==> src/verilog/tcdm_pkg.sv <==
// ----------------------------------------------------------
// TCDM AMO adapter package
// Bus widths, the AMO operation encoding and the structs
// carried on the request, response and SRAM ports
// ----------------------------------------------------------

package tcdm_pkg;

  // ----------------------------------------------------------
  // Widths
  // ----------------------------------------------------------
  localparam int unsigned addr_width = 32;
  // Only 32-bit words are supported by the AMO ALU
  localparam int unsigned data_width = 32;
  localparam int unsigned be_width   = data_width / 8;
  // Requester tag, returned untouched with the read data
  localparam int unsigned meta_width = 8;

  typedef logic [addr_width-1:0] addr_t;
  typedef logic [data_width-1:0] data_t;
  typedef logic [be_width-1:0]   be_t;
  typedef logic [meta_width-1:0] meta_t;

  // ----------------------------------------------------------
  // AMO encoding
  // ----------------------------------------------------------
  // Codes above minu are not atomics and act as plain accesses
  typedef enum logic [3:0] {
    amo_none = 4'h0,
    amo_swap = 4'h1,
    amo_add  = 4'h2,
    amo_and  = 4'h3,
    amo_or   = 4'h4,
    amo_xor  = 4'h5,
    amo_max  = 4'h6,
    amo_maxu = 4'h7,
    amo_min  = 4'h8,
    amo_minu = 4'h9
  } amo_op_e;

  // ----------------------------------------------------------
  // Port structs
  // ----------------------------------------------------------
  // Requester side, one beat per valid/ready handshake
  typedef struct packed {
    addr_t   addr;
    amo_op_e amo;
    logic    write;
    data_t   wdata;
    be_t     be;
    meta_t   meta;
  } tcdm_req_t;

  // Read data returned with the tag of its request
  typedef struct packed {
    data_t rdata;
    meta_t meta;
  } tcdm_rsp_t;

  // SRAM strobe bundle, read data comes back one cycle later
  typedef struct packed {
    logic  req;
    addr_t addr;
    logic  write;
    data_t wdata;
    be_t   be;
  } sram_req_t;

endpackage
==> src/verilog/tcdm_amo_adapter.sv <==
// ----------------------------------------------------------
// TCDM AMO adapter
// Sits in front of one single-ported SRAM. Converts the
// request stream to SRAM strobes, returns read data with
// its tag and executes atomics as read then write
// ----------------------------------------------------------

`timescale 1ns/100ps

module tcdm_amo_adapter import tcdm_pkg::*; #(
  // Registers the AMO result at the cost of one more cycle
  parameter bit register_amo = 1'b0
) (
  input  logic      clk_i,
  input  logic      rst_ni,
  // Request stream
  input  logic      req_valid_i,
  output logic      req_ready_o,
  input  tcdm_req_t req_i,
  // Response stream
  output logic      rsp_valid_o,
  input  logic      rsp_ready_i,
  output tcdm_rsp_t rsp_o,
  // SRAM port
  output sram_req_t sram_o,
  input  data_t     sram_rdata_i
);

  // Controller to response buffer
  logic    read_issued;
  meta_t   meta;
  logic    rsp_stall;
  // Controller to ALU
  amo_op_e amo_op;
  data_t   amo_operand;
  logic    amo_capture;
  data_t   amo_result;

  tcdm_req_ctrl #(
    .register_amo(register_amo)
  ) u_req_ctrl (
    .clk_i        (clk_i),
    .rst_ni       (rst_ni),
    .req_valid_i  (req_valid_i),
    .req_ready_o  (req_ready_o),
    .req_i        (req_i),
    .rsp_stall_i  (rsp_stall),
    .amo_result_i (amo_result),
    .amo_op_o     (amo_op),
    .amo_operand_o(amo_operand),
    .amo_capture_o(amo_capture),
    .read_issued_o(read_issued),
    .meta_o       (meta),
    .sram_o       (sram_o)
  );

  // Old word is taken straight from the SRAM read data
  amo_alu #(
    .register_amo(register_amo)
  ) u_amo_alu (
    .clk_i      (clk_i),
    .rst_ni     (rst_ni),
    .op_i       (amo_op),
    .operand_a_i(sram_rdata_i),
    .operand_b_i(amo_operand),
    .capture_i  (amo_capture),
    .result_o   (amo_result)
  );

  tcdm_resp_buffer u_resp_buffer (
    .clk_i        (clk_i),
    .rst_ni       (rst_ni),
    .read_issued_i(read_issued),
    .meta_i       (meta),
    .sram_rdata_i (sram_rdata_i),
    .rsp_valid_o  (rsp_valid_o),
    .rsp_ready_i  (rsp_ready_i),
    .rsp_o        (rsp_o),
    .rsp_stall_o  (rsp_stall)
  );

endmodule

==> src/verilog/tcdm_resp_buffer.sv <==
// ----------------------------------------------------------
// TCDM response buffer
// Keeps the tags of issued reads and pairs them with the
// SRAM read data, which arrives one cycle later. A
// fall-through register holds data under back-pressure
// ----------------------------------------------------------

`timescale 1ns/100ps

module tcdm_resp_buffer import tcdm_pkg::*; (
  input  logic      clk_i,
  input  logic      rst_ni,
  // Tag of a read issued this cycle
  input  logic      read_issued_i,
  input  meta_t     meta_i,
  input  data_t     sram_rdata_i,
  // Response stream
  output logic      rsp_valid_o,
  input  logic      rsp_ready_i,
  output tcdm_rsp_t rsp_o,
  output logic      rsp_stall_o
);

  // ----------------------------------------------------------
  // Tag buffer, two entries
  // ----------------------------------------------------------
  meta_t      tag_mem_q [2];
  logic       tag_wr_ptr_q;
  logic       tag_rd_ptr_q;
  logic [1:0] tag_cnt_q;
  logic       tag_valid;
  logic       tag_full;
  logic       tag_pop;

  // Read data path
  logic  read_valid_q;
  logic  data_full_q;
  data_t data_q;
  logic  data_valid;
  logic  rsp_accepted;

  assign tag_valid = (tag_cnt_q != 2'd0);
  assign tag_full  = (tag_cnt_q == 2'd2);
  assign tag_pop   = rsp_accepted;

  always_ff @(posedge clk_i or negedge rst_ni) begin
    if (!rst_ni) begin
      tag_wr_ptr_q <= 1'b0;
      tag_rd_ptr_q <= 1'b0;
      tag_cnt_q    <= 2'd0;
    end else begin
      if (read_issued_i) begin
        tag_wr_ptr_q <= ~tag_wr_ptr_q;
      end
      if (tag_pop) begin
        tag_rd_ptr_q <= ~tag_rd_ptr_q;
      end
      // Count moves only when push and pop differ
      if (read_issued_i && !tag_pop) begin
        tag_cnt_q <= tag_cnt_q + 2'd1;
      end else if (!read_issued_i && tag_pop) begin
        tag_cnt_q <= tag_cnt_q - 2'd1;
      end
    end
  end

  always_ff @(posedge clk_i) begin
    if (read_issued_i) begin
      tag_mem_q[tag_wr_ptr_q] <= meta_i;
    end
  end

  // ----------------------------------------------------------
  // Fall-through read data register
  // ----------------------------------------------------------
  // SRAM data shows up one cycle after the read strobe
  always_ff @(posedge clk_i or negedge rst_ni) begin
    if (!rst_ni) begin
      read_valid_q <= 1'b0;
      data_full_q  <= 1'b0;
    end else begin
      read_valid_q <= read_issued_i;
      // Park the data when it is not taken on arrival
      if (read_valid_q && !data_full_q && !rsp_accepted) begin
        data_full_q <= 1'b1;
      end else if (data_full_q && rsp_accepted) begin
        data_full_q <= 1'b0;
      end
    end
  end

  always_ff @(posedge clk_i) begin
    if (read_valid_q && !data_full_q) begin
      data_q <= sram_rdata_i;
    end
  end

  assign data_valid = data_full_q | read_valid_q;

  // Tag always comes before its data
  assign rsp_valid_o  = tag_valid & data_valid;
  assign rsp_accepted = rsp_valid_o & rsp_ready_i;
  assign rsp_stall_o  = rsp_valid_o & ~rsp_ready_i;

  assign rsp_o.rdata = data_full_q ? data_q : sram_rdata_i;
  assign rsp_o.meta  = tag_mem_q[tag_rd_ptr_q];

  tag_no_overflow : assert property (
    @(posedge clk_i) disable iff (!rst_ni)
    read_issued_i |-> !tag_full)
    else $error("Tag pushed into a full response buffer");

  data_no_overflow : assert property (
    @(posedge clk_i) disable iff (!rst_ni)
    read_valid_q |-> !data_full_q)
    else $error("Read data arrived while the data register was occupied");

endmodule

==> src/verilog/tcdm_req_ctrl.sv <==
// ----------------------------------------------------------
// TCDM request controller
// Turns valid/ready requests into SRAM strobes and runs the
// read-modify-write of atomics. Requests are blocked while
// an AMO result is pending for write-back
// ----------------------------------------------------------

`timescale 1ns/100ps

module tcdm_req_ctrl import tcdm_pkg::*; #(
  parameter bit register_amo = 1'b0
) (
  input  logic      clk_i,
  input  logic      rst_ni,
  // Requester side
  input  logic      req_valid_i,
  output logic      req_ready_o,
  input  tcdm_req_t req_i,
  // Response waiting and not taken
  input  logic      rsp_stall_i,
  // AMO ALU
  input  data_t     amo_result_i,
  output amo_op_e   amo_op_o,
  output data_t     amo_operand_o,
  output logic      amo_capture_o,
  // Tag handoff to the response buffer
  output logic      read_issued_o,
  output meta_t     meta_o,
  // SRAM port
  output sram_req_t sram_o
);

  typedef enum logic [1:0] {
    idle,
    do_amo,
    write_back_amo
  } state_e;

  // Cycles with requests blocked after an accepted AMO
  localparam int unsigned amo_busy_cycles = register_amo ? 2 : 1;

  state_e  state_q, state_d;
  logic    req_accepted;
  logic    is_amo;
  // Pending AMO
  amo_op_e amo_op_q;
  addr_t   amo_addr_q;
  data_t   amo_operand_q;

  assign is_amo       = req_i.amo inside {[amo_swap:amo_minu]};
  // Back-pressure on the response side also stalls requests
  assign req_ready_o  = (state_q == idle) & ~rsp_stall_i;
  assign req_accepted = req_valid_i & req_ready_o;

  // Every accepted read, AMO reads included, gets a response
  assign read_issued_o = req_accepted & (~req_i.write | is_amo);
  assign meta_o        = req_i.meta;

  assign amo_op_o      = amo_op_q;
  assign amo_operand_o = amo_operand_q;
  // Old word is on sram_rdata in do_amo
  assign amo_capture_o = (state_q == do_amo);

  // ----------------------------------------------------------
  // FSM and SRAM port
  // ----------------------------------------------------------
  always_comb begin
    state_d = state_q;

    // Default is a feed-through of the accepted request
    sram_o.req   = req_accepted;
    sram_o.addr  = req_i.addr;
    // AMO starts with a read of the old word
    sram_o.write = req_i.write & ~is_amo;
    sram_o.wdata = req_i.wdata;
    sram_o.be    = req_i.be;

    unique case (state_q)
      idle: begin
        if (req_accepted && is_amo) begin
          state_d = do_amo;
        end
      end
      do_amo: begin
        if (register_amo) begin
          // ALU registers the result this cycle
          state_d = write_back_amo;
        end else begin
          sram_o.req   = 1'b1;
          sram_o.addr  = amo_addr_q;
          sram_o.write = 1'b1;
          sram_o.wdata = amo_result_i;
          sram_o.be    = '1;
          state_d      = idle;
        end
      end
      write_back_amo: begin
        // Commit the registered result
        sram_o.req   = 1'b1;
        sram_o.addr  = amo_addr_q;
        sram_o.write = 1'b1;
        sram_o.wdata = amo_result_i;
        sram_o.be    = '1;
        state_d      = idle;
      end
      default: state_d = idle;
    endcase
  end

  always_ff @(posedge clk_i or negedge rst_ni) begin
    if (!rst_ni) begin
      state_q <= idle;
    end else begin
      state_q <= state_d;
    end
  end

  // Operation, address and operand of the AMO in flight
  always_ff @(posedge clk_i) begin
    if (req_accepted && is_amo) begin
      amo_op_q      <= req_i.amo;
      amo_addr_q    <= req_i.addr;
      amo_operand_q <= req_i.wdata;
    end
  end

  // Nothing slips in between the AMO read and its write-back
  amo_blocks_requests : assert property (
    @(posedge clk_i) disable iff (!rst_ni)
    (req_accepted && is_amo) |=> !(req_valid_i && req_ready_o) [*amo_busy_cycles])
    else $error("Request accepted while an AMO was still pending");

endmodule

==> src/verilog/amo_alu.sv <==
// ----------------------------------------------------------
// AMO ALU
// Combines the old memory word with the AMO operand
// through one shared 33-bit adder. The result can be cut
// by a register that loads on capture_i
// ----------------------------------------------------------

`timescale 1ns/100ps

module amo_alu import tcdm_pkg::*; #(
  parameter bit register_amo = 1'b0
) (
  input  logic    clk_i,
  input  logic    rst_ni,
  input  amo_op_e op_i,
  // Old word straight from the SRAM
  input  data_t   operand_a_i,
  input  data_t   operand_b_i,
  input  logic    capture_i,
  output data_t   result_o
);

  logic                is_signed;
  logic                is_sub;
  logic [data_width:0] operand_a_ext;
  logic [data_width:0] operand_b_ext;
  logic [data_width:0] adder_b;
  logic [data_width:0] adder_sum;
  logic                a_less_b;
  data_t               result_d;

  // Min and max compare by subtraction, add needs no extension
  assign is_signed = op_i inside {amo_max, amo_min};
  assign is_sub    = op_i inside {amo_max, amo_maxu, amo_min, amo_minu};

  // Sign or zero extension to 33 bits
  assign operand_a_ext = {is_signed & operand_a_i[data_width-1], operand_a_i};
  assign operand_b_ext = {is_signed & operand_b_i[data_width-1], operand_b_i};

  // a - b as a + ~b + 1
  assign adder_b   = is_sub ? ~operand_b_ext : operand_b_ext;
  assign adder_sum = operand_a_ext + adder_b + {{data_width{1'b0}}, is_sub};
  // Difference fits in 33 bits, so its top bit is the sign
  assign a_less_b  = adder_sum[data_width];

  always_comb begin
    unique case (op_i)
      amo_swap: result_d = operand_b_i;
      amo_add:  result_d = adder_sum[data_width-1:0];
      amo_and:  result_d = operand_a_i & operand_b_i;
      amo_or:   result_d = operand_a_i | operand_b_i;
      amo_xor:  result_d = operand_a_i ^ operand_b_i;
      amo_max,
      amo_maxu: result_d = a_less_b ? operand_b_i : operand_a_i;
      amo_min,
      amo_minu: result_d = a_less_b ? operand_a_i : operand_b_i;
      default:  result_d = '0;
    endcase
  end

  // ----------------------------------------------------------
  // Optional result register
  // ----------------------------------------------------------
  if (register_amo) begin : gen_result_reg
    data_t result_q;

    always_ff @(posedge clk_i) begin
      if (capture_i) begin
        result_q <= result_d;
      end
    end
    assign result_o = result_q;
  end else begin : gen_result_comb
    assign result_o = result_d;
  end

  // Operation held by the controller must be a real atomic
  op_valid_on_capture : assert property (
    @(posedge clk_i) disable iff (!rst_ni)
    capture_i |-> op_i inside {[amo_swap:amo_minu]})
    else $error("AMO ALU captured an invalid operation %0h", op_i);

endmodule

==> config.mk <==
export PLATFORM = sky130hd
export DESIGN_NAME = tcdm_amo_adapter
export DESIGN_NICKNAME = d
export VERILOG_FILES = /design/src/verilog/tcdm_pkg.sv /design/src/verilog/tcdm_amo_adapter.sv /design/src/verilog/tcdm_resp_buffer.sv /design/src/verilog/tcdm_req_ctrl.sv /design/src/verilog/amo_alu.sv
export SDC_FILE = /design/constraint.sdc
export NUM_CORES = 1
export LEC_CHECK = 0
export ABC_AREA = 1
export BUFFER_PORTS_ARGS = -buffer_cell sky130_fd_sc_hd__buf_2
export CAP_MARGIN = 20
export CORE_ASPECT_RATIO = 1.4
export CORE_MARGIN = 8
export CORE_UTILIZATION = 51
export DETAILED_ROUTE_END_ITERATION = 10
export MAX_ROUTING_LAYER = met4
export PLACE_DENSITY = 0.86
export SYNTH_ARGS = -nofsm -noshare
export SYNTH_HDL_FRONTEND = slang
export SYNTH_SLANG_ARGS = --single-unit
==> constraint.sdc <==
create_clock -name clk_i -period 4.15 [get_ports clk_i]
set_input_delay 0.83 -clock clk_i [delete_from_list [all_inputs] [get_ports clk_i]]
set_output_delay 0.83 -clock clk_i [all_outputs]
set_load 0.05 [all_outputs]
==> out/results.ini <==
[status]
outcome = complete, but fails checks
violations = negative setup slack

[synth]
syn_nets = 1635
synth-simple-area-share_pct = 28.55
syn_area_per_cell_um2 = 7.608
yosysWarnings = 0
synth-seq-cells = 123
synth-xor-area-share_pct = 2.835
synth-adder-area-share_pct = 11.29
synth_seq_area_share_pct = 33.84
synth_mux_area_share_pct = 0
ys_types = 49
synth_top_family_by_area = simple AND/OR/NAND/NOR gates
synth_area_um2 = 10810
synth-compound-area-share_pct = 15.33
synth_cells = 1421

[pwr]
p_comb_share_pct = 55.5
sw_frac_of_total_pct = 48.38
p_switching_uw = 3494
irDropWorstVdd_mv = 0.5378
p_clk_share_pct = 21.5
leakagePower_uw = 0.006734
p_per_area_nw_per_um2 = 518.0
sequentialPowerShare_pct = 23.0
p_int_uw = 3728
finalPower_uw = 7222

[setup_path]
startpoint_type = flop
arrival_ns = 3.70
path_cells = inv_2, nand3_4, nand2_8, buf_12, buf_16, xor2_1, ha_1, nand2_2, inv_2, a21oi_2, nand2_2, a21oi_4, nand3_2, nand2_8, buf_12, nand2_1, nand3_1, o21ai_1, o21ai_1, nand2_1, buf_6
rrSetupSlack_ns = 1.42
critPathSlowestCell = edfxtp_1
critical_path_class = reg2out
end_kind = output pin
critical_path_required_ns = 3.32
cp_max_fo = 10
slowest_delay_ns = 0.47

[floorplan]
die_area_um2 = 26180
fp-row-count = 63
die_y_um = 188.3
core_um2 = 20970
die_x_um = 139.1
start_util_pct = 51.56
io_pins = 229

[cells_and_area]
fin_util_pct = 66.49
syn_to_final_growth_pct = 28.94
drive_gt1_share_pct = 28.46
stdcell_count = 1978
antennaDiodeCount = 0
n_fill_cell = 1748
final_nets = 1919

[drt]
via_per_inst = 5.731
drtIter0Drc = 940
ant_nets = 0
num_vias = 11340
routed_wl_mm = 36.84
routedWlPerCell_um = 18.62
firstDrtPassIters = 5
drc = 0

[global_route]
grt_pass1_wl_mm = 56.64
grt_max_degree = 70
grt-ovfl-total = 0
grt_usage_pct = 27.55
grt_pass1_vias = 11500
antenna_found_initial = 0

[timing]
finalCriticalPeriod_ns = 4.534
final.setup.worst_slack_ns = -0.3840
min_period_over_period_pct = 109.3
setup_viol = 32
worst_slew_pin_slew_ns = 0.8468
hold_viol_final = 0
finClkSkew_ns = 0.007509
slew_headroom_pct = 43.55
max_clock_freq_mhz = 220.6
maxSlewViolCount = 0
rsz0062_at_grt = true

[placement]
io_buffers = 228
place_inst = 1916
dp_hpwl_mm = 25.28
gp_congestion = 0.9793

[clock_tree]
clk_path_buf_depth = 2
cts.htree.levels = 4
clk_pin_slew_ns = 0.06
insertion_delay_ns = 0.43
cts_made_buffers = 17
clockRootBuffer = clkbuf_16
cts_tree = built
numClockSinks = 123

[hold_path]
hp-class = in2async

[job]
drv_cap = 0

-- synth_stat cells, drive strengths merged --
cell     count  area share (%)
a21o         8            0.56
xnor2        3            0.24
or2          9            0.52
fa           1            0.19
xor2        32             2.6
a31oi        2            0.12
a21boi       2            0.14
buf         24             1.9
a2111oi      1           0.081
o22ai        2            0.12
o211ai      55             4.7
nand3b      17             1.2
a221o        1           0.093
a211oi       1           0.069
clkbuf      37             1.3
o21bai       5            0.35
a21oi       62             3.1
and3         1           0.058
o221ai       5            0.41
nand2      491              18
nand4        8            0.46
o21ai       90             4.2
and2         3            0.17
nand3      100             4.7
a221oi      12            0.97
nor2        69             2.5
dfrtp        7             1.6
nor3        12            0.65
ha          96              11
edfxtp     116              32
inv        143             5.0
o2111ai      3            0.24
o21a         3            0.21
-- power by group through the flow --
stage	clock network (uW)	registers (uW)	logic [uW]
floorplan	0	1650	2660
global placement	0	1670	3540
detailed placement	0	1680	3600
CTS	1560	1660	3820
global route	1620	1680	4280
finish	1550	1660	4010
-- stage by stage --
stage / hold WS (ns) / setup slack [ns] / TNS, ns / cell area [um2]
finish: 0.2236 / -0.3840 / -11.37 / 13940
global route: 0.2247 / -0.5884 / -17.33 / 13940
CTS: 0.2185 / -0.2852 / -7.952 / 13660
detailed placement: 0.4643 / -0.02832 / -0.05913 / 12550
global placement: 0.4641 / 0.06087 / 0 / 12550
floorplan: 0.4468 / 0.03114 / 0 / 10810
-- per-layer routing --
metal	track usage (%)	vias to the layer above	routed length (um)	share of wire, %
li1	-	5368	-	-
met1	29.62	5252	14030	38
met2	48.08	585	18390	50
met3	4.761	131	2775	7.5
met4	14.27	0	1641	4.5
met5	-	-	0	0
-- final timing paths --
check	start	endpoint	cells after the start
worst max register to register	u_req_ctrl.state_q[0]	u_resp_buffer.tag_mem_q[1][0]	7
worst min-delay path	rst_ni	u_resp_buffer.read_valid_q	1
worst min register to register	u_resp_buffer.tag_cnt_q[1]	u_resp_buffer.tag_cnt_q[1]	1
min in group clk_i	u_resp_buffer.tag_cnt_q[1]	u_resp_buffer.tag_cnt_q[1]	1
worst max-delay path	u_req_ctrl.amo_op_o[1]	sram_o[30]	21
max in group asynchronous	rst_ni	u_resp_buffer.data_full_q	1
-- final cells by class --
| cell class | count | area, um2 | area share (%) |
|---|---|---|---|
| flip-flops and latches | 123 | 3661 | 26.26 |
| inverters | 143 | 536.8 | 3.850 |
| clock inverters | 14 | 171.4 | 1.230 |
| repair buffers | 325 | 2335 | 16.75 |
| clock buffers | 18 | 429.2 | 3.078 |
| multi-input cells | 1095 | 6482 | 46.50 |
| well taps | 260 | 325.3 | 2.334 |
-- cells in the final DEF, fill, tap and decap left out, types with 4 or more instances in the layout --
cell,n
clkbuf_16,21
nand3_2,5
o211ai_2,20
xor2_1,31
a221oi_1,12
edfxtp_1,116
a21oi_2,6
nor2_1,61
a21oi_1,55
buf_2,196
nand2_4,8
buf_4,80
ha_1,95
o211ai_1,35
nand2_2,51
nand3_1,92
or2_2,8
buf_16,4
inv_1,132
o21bai_1,5
buf_12,8
o21ai_0,82
o221ai_1,5
dfrtp_1,5
nand3b_1,17
inv_2,11
buf_6,30
nand4_1,8
nor3_1,9
nand2_1,430
nor2_2,6
a21o_1,8
o21ai_1,7
-- worst max-delay path: cells and delay by family, from the launching register on --
kind	cells	cell delay [ns]
DFF	1	0.47
xor gates and xnor gates	1	0.17
and+or+nand+nor	9	1.04
adders and majority gates	1	0.28
buffers and inverters	6	0.73
AOI/OAI and AO/OA	4	0.60
-- flip-flops by register name (all words and copies together) (netlist names) --
| name | cells |
|---|---|
| u_req_ctrl.amo_addr_q | 32 |
| u_req_ctrl.amo_operand_o | 32 |
| u_resp_buffer.data_q | 32 |
| u_resp_buffer.tag_mem_q | 16 |
| u_req_ctrl.amo_op_o | 4 |
| u_resp_buffer.tag_cnt_q | 2 |
| u_req_ctrl.state_q | 1 |
| u_resp_buffer.data_full_q | 1 |
| u_resp_buffer.read_valid_q | 1 |
| u_resp_buffer.tag_rd_ptr_q | 1 |
| u_resp_buffer.tag_wr_ptr_q | 1 |
-- cell families (layout without fill, tap and decap cells) --
group                      Yosys count  in the layout
and+or+nand+nor                    710            711
AOI/OAI and AO/OA                  252            252
buffers and inverters              204            500
DFF                                123            123
adders and majority gates           97             97
xor gates and xnor gates            35             35
-- what timing repair did --
item                       in CTS  in global routing
hold buffers                    0                  0
gates cloned                    4                  6
buffers inserted               10                 10
gates resized for setup        99                 24
pin swaps                       7                 12
setup endpoints to repair      32                 32
No activity file was read; power rests on OpenSTA's default activity.
